`config.mk`:
```
export PLATFORM = sky130hd
export DESIGN_NAME = mips_core_top
export DESIGN_NICKNAME = d
export VERILOG_FILES = /design/src/logic/isa_pkg.sv /design/src/logic/core_pkg.sv /design/src/logic/reg_file.sv /design/src/logic/fetch_stage.sv /design/src/logic/decode_stage.sv /design/src/logic/execute_stage.sv /design/src/logic/mem_wb_stage.sv /design/src/logic/mips_core_top.sv
export SDC_FILE = /design/constraint.sdc
export NUM_CORES = 2
export LEC_CHECK = 0
export BUFFER_PORTS_ARGS = -buffer_cell sky130_fd_sc_hd__buf_2
export CELL_PAD_IN_SITES_DETAIL_PLACEMENT = 0
export CELL_PAD_IN_SITES_GLOBAL_PLACEMENT = 1
export CORE_AREA = 2 2 463 373
export CTS_CLUSTER_DIAMETER = 200
export CTS_CLUSTER_SIZE = 30
export DETAILED_ROUTE_END_ITERATION = 8
export DIE_AREA = 0 0 465 375
export GPL_TIMING_DRIVEN = 0
export MAX_ROUTING_LAYER = met4
export PLACE_DENSITY = 0.72
export SLEW_MARGIN = 30
export SYNTH_ARGS = -nofsm -noshare
export SYNTH_HDL_FRONTEND = slang
export SYNTH_SLANG_ARGS = --single-unit
```
`constraint.sdc`:
```
create_clock -name clk -period 12.35 [get_ports clk]
set_input_delay 1.235 -clock clk [delete_from_list [all_inputs] [get_ports clk]]
set_output_delay 1.235 -clock clk [all_outputs]
set_load 0.02 [all_outputs]
```
`src/logic/isa_pkg.sv`:
```
// mips32 instruction encodings and architectural constants
// instruction word union with r, i and j views
package isa_pkg;

    localparam int xlen       = 32;
    localparam int reg_addr_w = 5;

    // first fetch after reset
    localparam logic [xlen-1:0] reset_pc = 32'hbfc0_0000;

    // major opcodes
    localparam logic [5:0] op_special = 6'b000000;
    localparam logic [5:0] op_j       = 6'b000010;
    localparam logic [5:0] op_beq     = 6'b000100;
    localparam logic [5:0] op_bne     = 6'b000101;
    localparam logic [5:0] op_addiu   = 6'b001001;
    localparam logic [5:0] op_ori     = 6'b001101;
    localparam logic [5:0] op_lui     = 6'b001111;
    localparam logic [5:0] op_lw      = 6'b100011;
    localparam logic [5:0] op_sw      = 6'b101011;

    // special function codes
    localparam logic [5:0] funct_addu = 6'b100001;
    localparam logic [5:0] funct_subu = 6'b100011;
    localparam logic [5:0] funct_and  = 6'b100100;
    localparam logic [5:0] funct_or   = 6'b100101;
    localparam logic [5:0] funct_slt  = 6'b101010;

    // one word, three field layouts
    typedef union packed {
        struct packed {
            logic [5:0]            opcode;
            logic [reg_addr_w-1:0] rs;
            logic [reg_addr_w-1:0] rt;
            logic [reg_addr_w-1:0] rd;
            logic [4:0]            shamt;
            logic [5:0]            funct;
        } r;
        struct packed {
            logic [5:0]            opcode;
            logic [reg_addr_w-1:0] rs;
            logic [reg_addr_w-1:0] rt;
            logic [15:0]           imm;
        } i;
        struct packed {
            logic [5:0]  opcode;
            logic [25:0] target;
        } j;
    } instr_u;

endpackage

```
`src/logic/core_pkg.sv`:
```
// pipeline-internal widths
// alu operation codes
package core_pkg;

    localparam int alu_op_w = 3;

    localparam logic [alu_op_w-1:0] alu_add = 3'd0;
    localparam logic [alu_op_w-1:0] alu_sub = 3'd1;
    localparam logic [alu_op_w-1:0] alu_and = 3'd2;
    localparam logic [alu_op_w-1:0] alu_or  = 3'd3;
    localparam logic [alu_op_w-1:0] alu_slt = 3'd4;
    // upper immediate, b shifted into the high half
    localparam logic [alu_op_w-1:0] alu_lui = 3'd5;

endpackage

```
`src/logic/reg_file.sv`:
```
// 32 x 32 register file, two read ports and one write port
// same-cycle write passes to the reads, r0 is zero
module reg_file import isa_pkg::*; (
    input  logic                  clk,
    input  logic [reg_addr_w-1:0] raddr1,
    input  logic [reg_addr_w-1:0] raddr2,
    output logic [xlen-1:0]       rdata1,
    output logic [xlen-1:0]       rdata2,
    input  logic                  wen,
    input  logic [reg_addr_w-1:0] waddr,
    input  logic [xlen-1:0]       wdata
);

    logic [xlen-1:0] regs [32];

    function automatic logic [xlen-1:0] rd_port(input logic [reg_addr_w-1:0] addr);
        if (addr == '0) begin
            return '0;
        end else if (wen && waddr == addr) begin
            return wdata;
        end
        return regs[addr];
    endfunction

    assign rdata1 = rd_port(raddr1);
    assign rdata2 = rd_port(raddr2);

    always_ff @(posedge clk) begin
        if (wen) begin
            regs[waddr] <= wdata;
        end
    end

endmodule

```
`src/logic/fetch_stage.sv`:
```
// fetch stage
// pc of the decode instruction, next fetch address, pending branch
module fetch_stage import isa_pkg::*; (
    input  logic            clk,
    input  logic            resetn,
    input  logic            allowin,
    input  logic            branch_taken,
    input  logic [xlen-1:0] branch_target,
    output logic [xlen-1:0] inst_sram_addr,
    output logic            fd_valid,
    output logic [xlen-1:0] fd_pc
);

    logic            br_pending;
    logic [xlen-1:0] br_target_q;
    logic [xlen-1:0] seq_pc;

    assign seq_pc = fd_pc + 32'd4;

    // a branch in decode lets its delay slot go out first,
    // the target is presented one cycle later
    always_comb begin
        if (!resetn) begin
            inst_sram_addr = reset_pc;
        end else if (!allowin) begin
            // refetch the stalled word
            inst_sram_addr = fd_pc;
        end else if (br_pending) begin
            inst_sram_addr = br_target_q;
        end else begin
            inst_sram_addr = seq_pc;
        end
    end

    // fd_pc starts one word early so the first sequential address is reset_pc
    always_ff @(posedge clk) begin
        if (!resetn) begin
            fd_valid   <= 1'b0;
            fd_pc      <= reset_pc - 32'd4;
            br_pending <= 1'b0;
        end else if (allowin) begin
            fd_valid   <= 1'b1;
            fd_pc      <= inst_sram_addr;
            br_pending <= branch_taken;
        end
    end

    always_ff @(posedge clk) begin
        if (allowin) begin
            br_target_q <= branch_target;
        end
    end

endmodule

```
`src/logic/decode_stage.sv`:
```
// decode stage
// field decode, operand forwarding, load-use and branch interlock,
// branch resolution and the decode to execute register
module decode_stage import isa_pkg::*, core_pkg::*; (
    input  logic                  clk,
    input  logic                  resetn,
    input  logic                  fd_valid,
    input  logic [xlen-1:0]       fd_pc,
    input  logic [xlen-1:0]       inst_sram_rdata,
    output logic [reg_addr_w-1:0] rf_raddr1,
    output logic [reg_addr_w-1:0] rf_raddr2,
    input  logic [xlen-1:0]       rf_rdata1,
    input  logic [xlen-1:0]       rf_rdata2,
    input  logic [xlen-1:0]       ex_result,
    input  logic [reg_addr_w-1:0] ex_dest,
    input  logic                  ex_reg_write,
    input  logic                  ex_mem_read,
    input  logic                  mem_valid,
    input  logic [xlen-1:0]       mem_result,
    input  logic [reg_addr_w-1:0] mem_dest,
    input  logic                  mem_reg_write,
    input  logic                  wb_valid,
    input  logic [xlen-1:0]       wb_data,
    input  logic [reg_addr_w-1:0] wb_dest,
    input  logic                  wb_reg_write,
    output logic                  allowin,
    output logic                  branch_taken,
    output logic [xlen-1:0]       branch_target,
    output logic                  de_valid,
    output logic [xlen-1:0]       de_pc,
    output logic [xlen-1:0]       de_a,
    output logic [xlen-1:0]       de_b,
    output logic [xlen-1:0]       de_store_data,
    output logic [alu_op_w-1:0]   de_alu_op,
    output logic                  de_mem_read,
    output logic                  de_mem_write,
    output logic                  de_reg_write,
    output logic [reg_addr_w-1:0] de_dest
);

    instr_u                inst;
    logic [5:0]            op;
    logic [reg_addr_w-1:0] rs;
    logic [reg_addr_w-1:0] rt;
    logic [alu_op_w-1:0]   alu_op;
    logic [xlen-1:0]       imm_ext;
    logic [xlen-1:0]       a_val;
    logic [xlen-1:0]       b_val;
    logic [xlen-1:0]       seq_pc;
    logic [reg_addr_w-1:0] dest;
    logic use_imm, reg_write, mem_read, mem_write, uses_rt;
    logic is_beq, is_bne, is_j, uses_rs;
    logic load_hazard, branch_hazard, stall;

    assign inst      = inst_sram_rdata;
    assign op        = inst.r.opcode;
    assign rs        = inst.i.rs;
    assign rt        = inst.i.rt;
    assign rf_raddr1 = rs;
    assign rf_raddr2 = rt;
    // lui and j carry no rs field
    assign uses_rs   = !is_j && (op != op_lui);

    // ------------------------------------------------------------------------
    // control decode
    // ------------------------------------------------------------------------
    always_comb begin
        alu_op    = alu_add;
        imm_ext   = {{16{inst.i.imm[15]}}, inst.i.imm};
        use_imm   = 1'b1;
        reg_write = 1'b0;
        dest      = rt;
        mem_read  = 1'b0;
        mem_write = 1'b0;
        uses_rt   = 1'b0;
        is_beq    = 1'b0;
        is_bne    = 1'b0;
        is_j      = 1'b0;
        case (op)
            op_special: begin
                use_imm   = 1'b0;
                uses_rt   = 1'b1;
                dest      = inst.r.rd;
                reg_write = 1'b1;
                case (inst.r.funct)
                    funct_addu: alu_op = alu_add;
                    funct_subu: alu_op = alu_sub;
                    funct_and:  alu_op = alu_and;
                    funct_or:   alu_op = alu_or;
                    funct_slt:  alu_op = alu_slt;
                    // unknown function, no write
                    default:    reg_write = 1'b0;
                endcase
            end
            op_addiu: reg_write = 1'b1;
            op_ori: begin
                alu_op    = alu_or;
                imm_ext   = {16'h0, inst.i.imm};
                reg_write = 1'b1;
            end
            op_lui: begin
                alu_op    = alu_lui;
                imm_ext   = {16'h0, inst.i.imm};
                reg_write = 1'b1;
            end
            op_lw: begin
                mem_read  = 1'b1;
                reg_write = 1'b1;
            end
            op_sw: begin
                mem_write = 1'b1;
                uses_rt   = 1'b1;
            end
            op_beq: begin
                is_beq  = 1'b1;
                uses_rt = 1'b1;
            end
            op_bne: begin
                is_bne  = 1'b1;
                uses_rt = 1'b1;
            end
            op_j:    is_j = 1'b1;
            default: ;
        endcase
    end

    // ------------------------------------------------------------------------
    // forwarding, youngest producer wins
    // ------------------------------------------------------------------------
    function automatic logic [xlen-1:0] fwd(input logic [reg_addr_w-1:0] src,
                                            input logic [xlen-1:0] rf_val);
        if (src == '0) begin
            return '0;
        end else if (ex_reg_write && ex_dest == src) begin
            return ex_result;
        end else if (mem_valid && mem_reg_write && mem_dest == src) begin
            return mem_result;
        end else if (wb_valid && wb_reg_write && wb_dest == src) begin
            return wb_data;
        end
        return rf_val;
    endfunction

    assign a_val = fwd(rs, rf_rdata1);
    assign b_val = fwd(rt, rf_rdata2);

    // load data is not ready until memory
    assign load_hazard = ex_reg_write && ex_mem_read && (ex_dest != '0) &&
                         ((uses_rs && rs == ex_dest) || (uses_rt && rt == ex_dest));
    // compare happens here so any execute result is too late
    assign branch_hazard = (is_beq || is_bne) && ex_reg_write && (ex_dest != '0) &&
                           (rs == ex_dest || rt == ex_dest);
    assign stall   = fd_valid && (load_hazard || branch_hazard);
    assign allowin = !stall;

    // branch resolution
    assign seq_pc       = fd_pc + 32'd4;
    assign branch_taken = fd_valid && !stall &&
                          ((is_beq && a_val == b_val) || (is_bne && a_val != b_val) || is_j);
    assign branch_target = is_j ? {seq_pc[31:28], inst.j.target, 2'b00}
                                : seq_pc + {{14{inst.i.imm[15]}}, inst.i.imm, 2'b00};

    // stalled slot leaves a bubble in execute
    always_ff @(posedge clk) begin
        if (!resetn) begin
            de_valid <= 1'b0;
        end else begin
            de_valid <= fd_valid && !stall;
        end
    end

    always_ff @(posedge clk) begin
        de_pc         <= fd_pc;
        de_a          <= a_val;
        de_b          <= use_imm ? imm_ext : b_val;
        de_store_data <= b_val;
        de_alu_op     <= alu_op;
        de_mem_read   <= mem_read;
        de_mem_write  <= mem_write;
        de_reg_write  <= reg_write;
        de_dest       <= dest;
    end

endmodule

```
`src/logic/execute_stage.sv`:
```
// execute stage
// alu, data sram address and store drive, execute to memory register
module execute_stage import isa_pkg::*, core_pkg::*; (
    input  logic                  clk,
    input  logic                  resetn,
    input  logic                  de_valid,
    input  logic [xlen-1:0]       de_pc,
    input  logic [xlen-1:0]       de_a,
    input  logic [xlen-1:0]       de_b,
    input  logic [xlen-1:0]       de_store_data,
    input  logic [alu_op_w-1:0]   de_alu_op,
    input  logic                  de_mem_read,
    input  logic                  de_mem_write,
    input  logic                  de_reg_write,
    input  logic [reg_addr_w-1:0] de_dest,
    output logic [3:0]            data_sram_wen,
    output logic [xlen-1:0]       data_sram_addr,
    output logic [xlen-1:0]       data_sram_wdata,
    output logic [xlen-1:0]       ex_result,
    output logic [reg_addr_w-1:0] ex_dest,
    output logic                  ex_reg_write,
    output logic                  ex_mem_read,
    output logic                  em_valid,
    output logic [xlen-1:0]       em_pc,
    output logic [xlen-1:0]       em_result,
    output logic                  em_mem_read,
    output logic                  em_reg_write,
    output logic [reg_addr_w-1:0] em_dest
);

    always_comb begin
        case (de_alu_op)
            alu_add: ex_result = de_a + de_b;
            alu_sub: ex_result = de_a - de_b;
            alu_and: ex_result = de_a & de_b;
            alu_or:  ex_result = de_a | de_b;
            alu_slt: ex_result = {31'h0, $signed(de_a) < $signed(de_b)};
            alu_lui: ex_result = {de_b[15:0], 16'h0};
            default: ex_result = '0;
        endcase
    end

    // lw and sw use the adder result as address
    assign data_sram_addr  = ex_result;
    assign data_sram_wdata = de_store_data;
    assign data_sram_wen   = {4{de_valid && de_mem_write}};

    // forwarding view, qualified by valid
    assign ex_dest      = de_dest;
    assign ex_reg_write = de_valid && de_reg_write;
    assign ex_mem_read  = de_mem_read;

    always_ff @(posedge clk) begin
        if (!resetn) begin
            em_valid <= 1'b0;
        end else begin
            em_valid <= de_valid;
        end
    end

    always_ff @(posedge clk) begin
        em_pc        <= de_pc;
        em_result    <= ex_result;
        em_mem_read  <= de_mem_read;
        em_reg_write <= de_reg_write;
        em_dest      <= de_dest;
    end

endmodule

```
`src/logic/mem_wb_stage.sv`:
```
// memory and writeback
// load data select, writeback register, register file write and debug port
module mem_wb_stage import isa_pkg::*; (
    input  logic                  clk,
    input  logic                  resetn,
    input  logic                  em_valid,
    input  logic [xlen-1:0]       em_pc,
    input  logic [xlen-1:0]       em_result,
    input  logic                  em_mem_read,
    input  logic                  em_reg_write,
    input  logic [reg_addr_w-1:0] em_dest,
    input  logic [xlen-1:0]       data_sram_rdata,
    output logic [xlen-1:0]       mem_result,
    output logic                  wb_valid,
    output logic                  wb_reg_write,
    output logic [reg_addr_w-1:0] wb_dest,
    output logic [xlen-1:0]       wb_data,
    output logic [xlen-1:0]       debug_wb_pc,
    output logic [3:0]            debug_wb_rf_wen,
    output logic [reg_addr_w-1:0] debug_wb_rf_wnum,
    output logic [xlen-1:0]       debug_wb_rf_wdata
);

    logic [xlen-1:0] wb_pc;

    // sram word arrives while the load sits here
    assign mem_result = em_mem_read ? data_sram_rdata : em_result;

    always_ff @(posedge clk) begin
        if (!resetn) begin
            wb_valid <= 1'b0;
        end else begin
            wb_valid <= em_valid;
        end
    end

    always_ff @(posedge clk) begin
        wb_pc        <= em_pc;
        wb_reg_write <= em_reg_write;
        wb_dest      <= em_dest;
        wb_data      <= mem_result;
    end

    // ------------------------------------------------------------------------
    // retire, writes to r0 are dropped
    // ------------------------------------------------------------------------
    assign debug_wb_pc       = wb_pc;
    assign debug_wb_rf_wen   = {4{wb_valid && wb_reg_write && (wb_dest != '0)}};
    assign debug_wb_rf_wnum  = wb_dest;
    assign debug_wb_rf_wdata = wb_data;

endmodule

```
`src/logic/mips_core_top.sv`:
```
// five-stage mips32 integer core
// stage and register file instances, sram and debug ports
module mips_core_top import isa_pkg::*, core_pkg::*; (
    input  logic                  clk,
    input  logic                  resetn,
    output logic [xlen-1:0]       inst_sram_addr,
    input  logic [xlen-1:0]       inst_sram_rdata,
    output logic [3:0]            data_sram_wen,
    output logic [xlen-1:0]       data_sram_addr,
    output logic [xlen-1:0]       data_sram_wdata,
    input  logic [xlen-1:0]       data_sram_rdata,
    output logic [xlen-1:0]       debug_wb_pc,
    output logic [3:0]            debug_wb_rf_wen,
    output logic [reg_addr_w-1:0] debug_wb_rf_wnum,
    output logic [xlen-1:0]       debug_wb_rf_wdata
);

    // fetch and decode handshake
    logic                  allowin;
    logic                  branch_taken;
    logic [xlen-1:0]       branch_target;
    logic                  fd_valid;
    logic [xlen-1:0]       fd_pc;

    // register file read side
    logic [reg_addr_w-1:0] rf_raddr1;
    logic [reg_addr_w-1:0] rf_raddr2;
    logic [xlen-1:0]       rf_rdata1;
    logic [xlen-1:0]       rf_rdata2;

    // decode to execute
    logic                  de_valid;
    logic [xlen-1:0]       de_pc;
    logic [xlen-1:0]       de_a;
    logic [xlen-1:0]       de_b;
    logic [xlen-1:0]       de_store_data;
    logic [alu_op_w-1:0]   de_alu_op;
    logic                  de_mem_read;
    logic                  de_mem_write;
    logic                  de_reg_write;
    logic [reg_addr_w-1:0] de_dest;

    // execute forwarding and execute to memory
    logic [xlen-1:0]       ex_result;
    logic [reg_addr_w-1:0] ex_dest;
    logic                  ex_reg_write;
    logic                  ex_mem_read;
    logic                  em_valid;
    logic [xlen-1:0]       em_pc;
    logic [xlen-1:0]       em_result;
    logic                  em_mem_read;
    logic                  em_reg_write;
    logic [reg_addr_w-1:0] em_dest;

    // memory and writeback results
    logic [xlen-1:0]       mem_result;
    logic                  wb_valid;
    logic                  wb_reg_write;
    logic [reg_addr_w-1:0] wb_dest;
    logic [xlen-1:0]       wb_data;

    fetch_stage fetch_i (
        .clk(clk), .resetn(resetn), .allowin(allowin),
        .branch_taken(branch_taken), .branch_target(branch_target),
        .inst_sram_addr(inst_sram_addr), .fd_valid(fd_valid), .fd_pc(fd_pc)
    );

    decode_stage decode_i (
        .clk(clk), .resetn(resetn), .fd_valid(fd_valid), .fd_pc(fd_pc),
        .inst_sram_rdata(inst_sram_rdata),
        .rf_raddr1(rf_raddr1), .rf_raddr2(rf_raddr2),
        .rf_rdata1(rf_rdata1), .rf_rdata2(rf_rdata2),
        .ex_result(ex_result), .ex_dest(ex_dest),
        .ex_reg_write(ex_reg_write), .ex_mem_read(ex_mem_read),
        .mem_valid(em_valid), .mem_result(mem_result), .mem_dest(em_dest),
        .mem_reg_write(em_reg_write),
        .wb_valid(wb_valid), .wb_data(wb_data), .wb_dest(wb_dest),
        .wb_reg_write(wb_reg_write),
        .allowin(allowin), .branch_taken(branch_taken), .branch_target(branch_target),
        .de_valid(de_valid), .de_pc(de_pc), .de_a(de_a), .de_b(de_b),
        .de_store_data(de_store_data), .de_alu_op(de_alu_op),
        .de_mem_read(de_mem_read), .de_mem_write(de_mem_write),
        .de_reg_write(de_reg_write), .de_dest(de_dest)
    );

    // write port follows the qualified debug enable
    reg_file rf_i (
        .clk(clk), .raddr1(rf_raddr1), .raddr2(rf_raddr2),
        .rdata1(rf_rdata1), .rdata2(rf_rdata2),
        .wen(debug_wb_rf_wen[0]), .waddr(wb_dest), .wdata(wb_data)
    );

    execute_stage execute_i (
        .clk(clk), .resetn(resetn),
        .de_valid(de_valid), .de_pc(de_pc), .de_a(de_a), .de_b(de_b),
        .de_store_data(de_store_data), .de_alu_op(de_alu_op),
        .de_mem_read(de_mem_read), .de_mem_write(de_mem_write),
        .de_reg_write(de_reg_write), .de_dest(de_dest),
        .data_sram_wen(data_sram_wen), .data_sram_addr(data_sram_addr),
        .data_sram_wdata(data_sram_wdata),
        .ex_result(ex_result), .ex_dest(ex_dest),
        .ex_reg_write(ex_reg_write), .ex_mem_read(ex_mem_read),
        .em_valid(em_valid), .em_pc(em_pc), .em_result(em_result),
        .em_mem_read(em_mem_read), .em_reg_write(em_reg_write), .em_dest(em_dest)
    );

    mem_wb_stage mem_wb_i (
        .clk(clk), .resetn(resetn),
        .em_valid(em_valid), .em_pc(em_pc), .em_result(em_result),
        .em_mem_read(em_mem_read), .em_reg_write(em_reg_write), .em_dest(em_dest),
        .data_sram_rdata(data_sram_rdata), .mem_result(mem_result),
        .wb_valid(wb_valid), .wb_reg_write(wb_reg_write),
        .wb_dest(wb_dest), .wb_data(wb_data),
        .debug_wb_pc(debug_wb_pc), .debug_wb_rf_wen(debug_wb_rf_wen),
        .debug_wb_rf_wnum(debug_wb_rf_wnum), .debug_wb_rf_wdata(debug_wb_rf_wdata)
    );

endmodule

```
# After elaboration in Yosys (flattened, before gate mapping)
# Memories as Yosys holds them, arrays and structs flattened.
# Index checks and enable logic that the tools add are counted.
totals:
  wordCells: 157
  n_memories: 1
  ramBits: 1024
  out_inout_bits: 173
  reg_bits: 349
memory_table:
  columns: ["name", "depth", "word_bits", "rd", "rd_clocked_by_memory_dff", "write_ports", "line", "rtl"]
  rows:
  - ["rf_i.regs", 32, 32, 2, 0, 1, "reg_file.sv:14", "logic [xlen-1:0] regs [32];"]
op_classes:
  n_mux: 49
  addsub: 4
  n_reduce_logical: 45
  eq_ne: 29
  n_bitwise: 2
  order_cmp: 1
ops:
  columns: ["cell", "n"]
  rows:
  - ["two-way mux 32 bit", 23]
  - ["one-hot mux 32 bit (6 select lines)", 1]
  - ["adder 32 bit", 2]
  - ["== test 6 bit (second input constant)", 7]
  - ["== test 5 bit", 8]
  - ["adder 32 x 3 -> 32 bit (second input constant)", 1]
  - ["AND 32 bit", 1]
  - ["== test 32 bit", 1]
  - ["< comparator 32 bit", 1]
  - ["!= test 32 bit", 1]
  - ["bitwise OR 32 bit", 1]
  - ["subtractor 32 bit", 1]
  - ["logical AND 1 bit", 27]
  - ["two-way mux 1 bit", 21]
  - ["== test 6 x 4 -> 1 bit (second input constant)", 3]
  - ["== test 6 x 3 -> 1 bit (second input constant)", 2]
  - ["one-hot mux 3 bit (4 select lines)", 1]
  - ["logical NOT 5 bit", 2]
  - ["nonzero test 5 bit", 2]
  - ["one-hot mux 3 bit (3 select lines)", 1]
  - ["OR reduction 4 bit", 2]
  - ["== test 3 x 2 -> 1 bit (second input constant)", 2]
  - ["== test 3 bit (second input constant)", 2]
  - ["== test 6 x 2 -> 1 bit (second input constant)", 1]
  - ["other kinds (10)", 16]

# Logic depth before layout (Yosys ltp)
logic_depth:
  word_depth: 12
  ltp_mapped: 20
  depth_no_buf: 20

# By module
# Synthesis repeated with hierarchy kept, for this count alone.
unflattened:
  hier_cells: 5030
  hier_area_um2: 70486.4
modules_own_cells:
  columns: ["module", "instances", "seq_area_each_um2", "area_each_um2", "cells_each"]
  rows:
  - ["reg_file", 1, 30749.5, 48616.6, 2506]
  - ["decode_stage", 1, 2802.7, 9282.7, 1096]
  - ["execute_stage", 1, 1441.4, 7065.5, 920]
  - ["fetch_stage", 1, 1641.6, 3375.7, 358]
  - ["mem_wb_stage", 1, 1421.4, 2145.8, 150]

# Worst setup path before layout
# OpenSTA, ideal clock, no wires.
synth_path:
  path_kind: "input port to output port"
  from: "input inst_sram_rdata[26]"
  to: "output inst_sram_addr[0]"
  required_time_ns: 11.115
  t_arrival_ns: 4.731
  slack_ns: 6.384
  stages: 12
  path_cell_list: "or4_1 -> or2_2 -> clkbuf_1 -> a32o_1 -> nand2_1 -> a211oi_1 -> and2_1 -> clkbuf_1 -> inv_2 -> buf_1 -> nand3_1 -> a21oi_1"
synth_via:
  elab_chain_cells: 11
synth_lines:
  columns: ["item", "line", "rtl"]
  rows:
  - ["from (decl)", "mips_core_top.sv:7", "input logic [xlen-1:0] inst_sram_rdata,"]
  - ["== test 6 x 2 -> 1 bit", "decode_stage.sv:79", "case (op)"]
  - ["two-way mux 1 bit", "decode_stage.sv:79", null]
  - ["logical NOT 1 bit", "decode_stage.sv:62", "assign uses_rs = !is_j && (op != op_lui);"]
  - ["logical AND 1 bit", "decode_stage.sv:62", null]
  - ["logical AND 1 bit", "decode_stage.sv:149", "((uses_rs && rs == ex_dest) || (uses_rt && rt == ex_dest));"]
  - ["logical OR 1 bit", "decode_stage.sv:149", null]
  - ["logical AND 1 bit", "decode_stage.sv:148", "assign load_hazard = ex_reg_write && ex_mem_read && (ex_dest != '0) &&"]
  - ["logical OR 1 bit (*)", "decode_stage.sv:153", "assign stall = fd_valid && (load_hazard || branch_hazard);"]
  - ["logical AND 1 bit (*)", "decode_stage.sv:153", null]
  - ["two-way mux 32 bit (*)", "fetch_stage.sv:25", "end else if (!allowin) begin"]
  - ["two-way mux 32 bit (*)", "fetch_stage.sv:23", "if (!resetn) begin"]
  - ["to (decl)", "mips_core_top.sv:6", "output logic [xlen-1:0] inst_sram_addr,"]
# Every way passes the cells marked *; elsewhere a longest branch is shown, timed or not.

# Worst setup path in the final report
layout_path:
  from: "register decode_i.de_alu_op[0]"
  to: "register fetch_i.br_pending"
layout_via:
  elab_chain_cells: 10
layout_lines:
  columns: ["item", "line", "rtl"]
  rows:
  - ["from (decl)", "decode_stage.sv:34", "output logic [alu_op_w-1:0] de_alu_op,"]
  - ["from (signal assigned)", "decode_stage.sv:177", "de_alu_op <= alu_op;"]
  - ["== test 3 bit (tied with other cells)", "execute_stage.sv:32", "case (de_alu_op)"]
  - ["one-hot mux 32 bit (6 select lines) (*)", "execute_stage.sv:32", null]
  - ["two-way mux 32 bit (*)", "decode_stage.sv:134", "end else if (ex_reg_write && ex_dest == src) begin"]
  - ["two-way mux 32 bit (*)", "decode_stage.sv:132", "if (src == '0) begin"]
  - ["two-way mux 32 bit (*)", "decode_stage.sv:141", "return rf_val;"]
  - ["named net decode_i.a_val[24]", "decode_stage.sv:47", "logic [xlen-1:0] a_val;"]
  - ["== test 32 bit / != test 32 bit (equally long branches)", "decode_stage.sv:159", "((is_beq && a_val == b_val) || (is_bne && a_val != b_val) || is_j);"]
  - ["logical AND 1 bit", "decode_stage.sv:159", null]
  - ["logical OR 1 bit (*) (2 in a row)", "decode_stage.sv:159", null]
  - ["logical AND 1 bit (*)", "decode_stage.sv:158", "assign branch_taken = fd_valid && !stall &&"]
  - ["to (signal assigned)", "fetch_stage.sv:44", "br_pending <= branch_taken;"]
  - ["to (decl)", "fetch_stage.sv:14", "logic br_pending;"]
# The timed path passes the listed nets; every way through them passes the cells marked *.
# A chain may end at the register's enable or synchronous reset.

==> results.sh <==
export IMPL_fin_crit_ns=7.31
export IMPL_hp_class="register to register"
export IMPL_via_count=49100
export IMPL_path_delay_family="buffers and inverters"
export IMPL_ctsHtreeMaxLevel=2
export IMPL_grt_pass1_vias=46200
export IMPL_p_leak_nw=26.1
export IMPL_cts_buffers=51
export IMPL_dp_hpwl_um=209000
export IMPL_die_y_um=375
export IMPL_crit_type="register to register"
export IMPL_synth_seq_cells=1373
export IMPL_drt_first_iter_violations=8907
export IMPL_path_buf_inv=5
export IMPL_cts_buffer_depth=3
export IMPL_final_fill_count=15100
export IMPL_slowest_delay_ns=0.97
export IMPL_nets=5240
export IMPL_r2r_end="fetch_i.br_pending$_SDFFE_PN0N_"
export IMPL_synthCells=4614
export IMPL_timing_rr_start="decode_i.de_alu_op[0]$_DFF_P_"
export IMPL_grt_pass1_wl_um=377000
export IMPL_synth_top_cell_area_share=0.469
export IMPL_synth_top_cell_by_area="edfxtp_1"
export IMPL_yosys_warnings=0
export IMPL_synth_area_per_cell_um2=14.7
export IMPL_cp_common_cell="clkbuf_1"
export IMPL_num_rows=136
export IMPL_grt_overflow=0
export IMPL_cts_tree="yes"
export IMPL_cts_setup_buffers=0
export IMPL_crit_slowest_cell="nor4_2"
export IMPL_cts_resized=0
export IMPL_synthArstFlopShare=0
export IMPL_crit_chain="clkbuf_1 > clkbuf_1 > clkbuf_1 > buf_1 > buf_1 > nor3_1 > a211oi_1 > o21ai_0 > xnor2_1 > o2111ai_1 > nor4_2 > mux2i_1 > or2_1"
export IMPL_synth_most_common_cell="edfxtp_1"
export IMPL_synth_common_cells="edfxtp_1, mux4_2, dfxtp_1"
export IMPL_root_buffer="clkbuf_16"
export IMPL_setup_viol=0
export IMPL_ir_drop_v=0.000125
export IMPL_drt_wl_total_um=279000
export IMPL_r2r_slack_ns=5.04
export IMPL_grt_usage=0.322
export IMPL_ant_nets=0
export IMPL_grt_start_max_net_pins=37
export IMPL_clk_latency_ns=0.77
export IMPL_crit_arrival_ns=7.96
export IMPL_antenna_found_initial=9
export IMPL_max_cap_violations=0
export IMPL_ys_flop_type="edfxtp_1"
export IMPL_portBuffers=227
export IMPL_fmax_mhz=137
export IMPL_fin_crit_sh=0.592
export IMPL_outcome="finished, final reports clean"
export IMPL_drive_above_1_share=0.255
export IMPL_holdPathEnd="execute_i.em_pc[11]$_DFF_P_"
export IMPL_multi_input_area_um2=27800
export IMPL_cp_data_required_time_ns=13.00
export IMPL_core_um2=170000
export IMPL_worst_pin_slew_ns=1.23
export IMPL_seq_area_frac_synth=0.563
export IMPL_dieArea_um2=174000
export IMPL_crit_path_end_kind="register"
export IMPL_boundaryPins=239
export IMPL_synth_area_um2=67600
export IMPL_grt_setup_unrepaired="no"
export IMPL_hold_depth=0
export IMPL_synth_edff_count=1056
export IMPL_holdBufCountCts=0
export IMPL_hold_viol=0
export IMPL_max_slew_margin_rel=0.176
export IMPL_initial_core_util=0.397
export IMPL_yosysUniqueCellTypes=96
export IMPL_die_width_um=465
export IMPL_synthTopCellsByArea="edfxtp_1, mux4_2, dfxtp_1"
export IMPL_min_from="decode_i.de_pc[11]$_DFF_P_"
export IMPL_final_setup_tns_ns=0
export IMPL_vias_per_cell=6.69
export IMPL_p_per_area_nw_per_um2=145
export IMPL_drc=0
export IMPL_first_pass_iters=6
export IMPL_cts_sinks=1373
export IMPL_p_total_mw=11.0
export IMPL_skew_ns=0.0483
export IMPL_slew_viol_final=0
export IMPL_rr_worst_depth=13
export IMPL_critPathMaxFanout=10
export IMPL_clk_pin_slew_ns=0.13
export IMPL_place_congestion=1.00
export IMPL_area_delta_synth_final_pct=12.7
export IMPL_post_drt_wl_per_cell_um=38.0
export IMPL_cp_start_kind="register"
export IMPL_ff_latch_area_um2=38100
-- state kept, by name (all words and copies together) (netlist names), 3 cells and up --
name and cells:
rf_i.regs 1024, decode_i.de_a 32, decode_i.de_b 32, decode_i.de_pc 32, decode_i.de_store_data 32, execute_i.em_pc 32, execute_i.em_result 32, fetch_i.br_target_q 32
fetch_i.fd_pc 32, mem_wb_i.debug_wb_pc 32, mem_wb_i.debug_wb_rf_wdata 32, decode_i.de_dest 5, execute_i.em_dest 5, mem_wb_i.debug_wb_rf_wnum 5, decode_i.de_alu_op 3
-- through the flow --
stage	setup WS [ns]	hold slack (ns)	cell area (um^2)	utilization	std cells
after detailed placement	4.78	0.312	74800	0.439	7251
final	5.04	0.322	76200	0.448	7337
after CTS	5.24	0.328	76200	0.447	7322
after global routing	5.15	0.334	76200	0.447	7329
after global placement	3.27	0.311	71700	0.421	7149
after floorplan	6.38	0.310	67800	-	4645
-- final cells by class --
type	count	share of cell area
flip-flops and latches	1373	0.500
multi-input cells	2809	0.365
repair buffers	332	0.0499
well taps	2277	0.0374
plain buffers	308	0.0223
clock buffers	68	0.0176
inverters	155	0.00763
clock inverters	3	0.000492
diodes	12	0.000394
-- layout by cell type, fill, tap and decap left out, types with 73 or more instances in the layout --
cell	n
buf_16	85
edfxtp_1	1056
o21ai_0	110
buf_2	328
dfxtp_1	285
mux4_2	555
inv_1	145
xnor2_1	73
nand2_1	316
mux2i_1	128
clkbuf_1	116
nor2_1	235
ha_1	141
a21oi_1	211
-- per-layer routing --
layer,track usage,wire [um],up-vias,share of wire
li1,-,-,19100,-
met3,0.111,43500,629,0.16
met1,0.447,108000,25300,0.39
met4,0.123,13100,0,0.047
met2,0.431,114000,4093,0.41
met5,-,0,-,0
-- cell families after synthesis --
logic type	count (synthesis)	synth area share
flops	1373	0.563
simple gates	952	0.0648
compound gates	820	0.0811
mux	733	0.215
buf+inv	463	0.0330
fa+ha+maj	144	0.0270
xor+xnor	128	0.0166
other cells	1	0.0000554
-- worst max path at each step --
| stage | cells past startpoint | to | start | slack, ns |
|---|---|---|---|---|
| CTS | 8 | data_sram_addr[23] | decode_i.de_alu_op[0]$_DFF_P_ | 5.24 |
| finish | 13 | fetch_i.br_pending$_SDFFE_PN0N_ | decode_i.de_alu_op[0]$_DFF_P_ | 5.04 |
| detailed placement | 17 | fetch_i.br_pending$_SDFFE_PN0N_ | inst_sram_rdata[17] | 4.78 |
| global route | 10 | data_sram_addr[30] | decode_i.de_alu_op[0]$_DFF_P_ | 5.15 |
| floorplan | 12 | inst_sram_addr[0] | inst_sram_rdata[26] | 6.38 |
| global placement | 14 | fetch_i.br_pending$_SDFFE_PN0N_ | inst_sram_rdata[20] | 3.27 |
-- report_power, final --
| group | switching (mW) | internal (mW) |
|---|---|---|
| Combinational | 1.66 | 0.904 |
| Sequential | 0.566 | 5.66 |
| Clock | 1.49 | 0.776 |
| Total | 3.71 | 7.34 |
(Power assumes the default switching activity.)
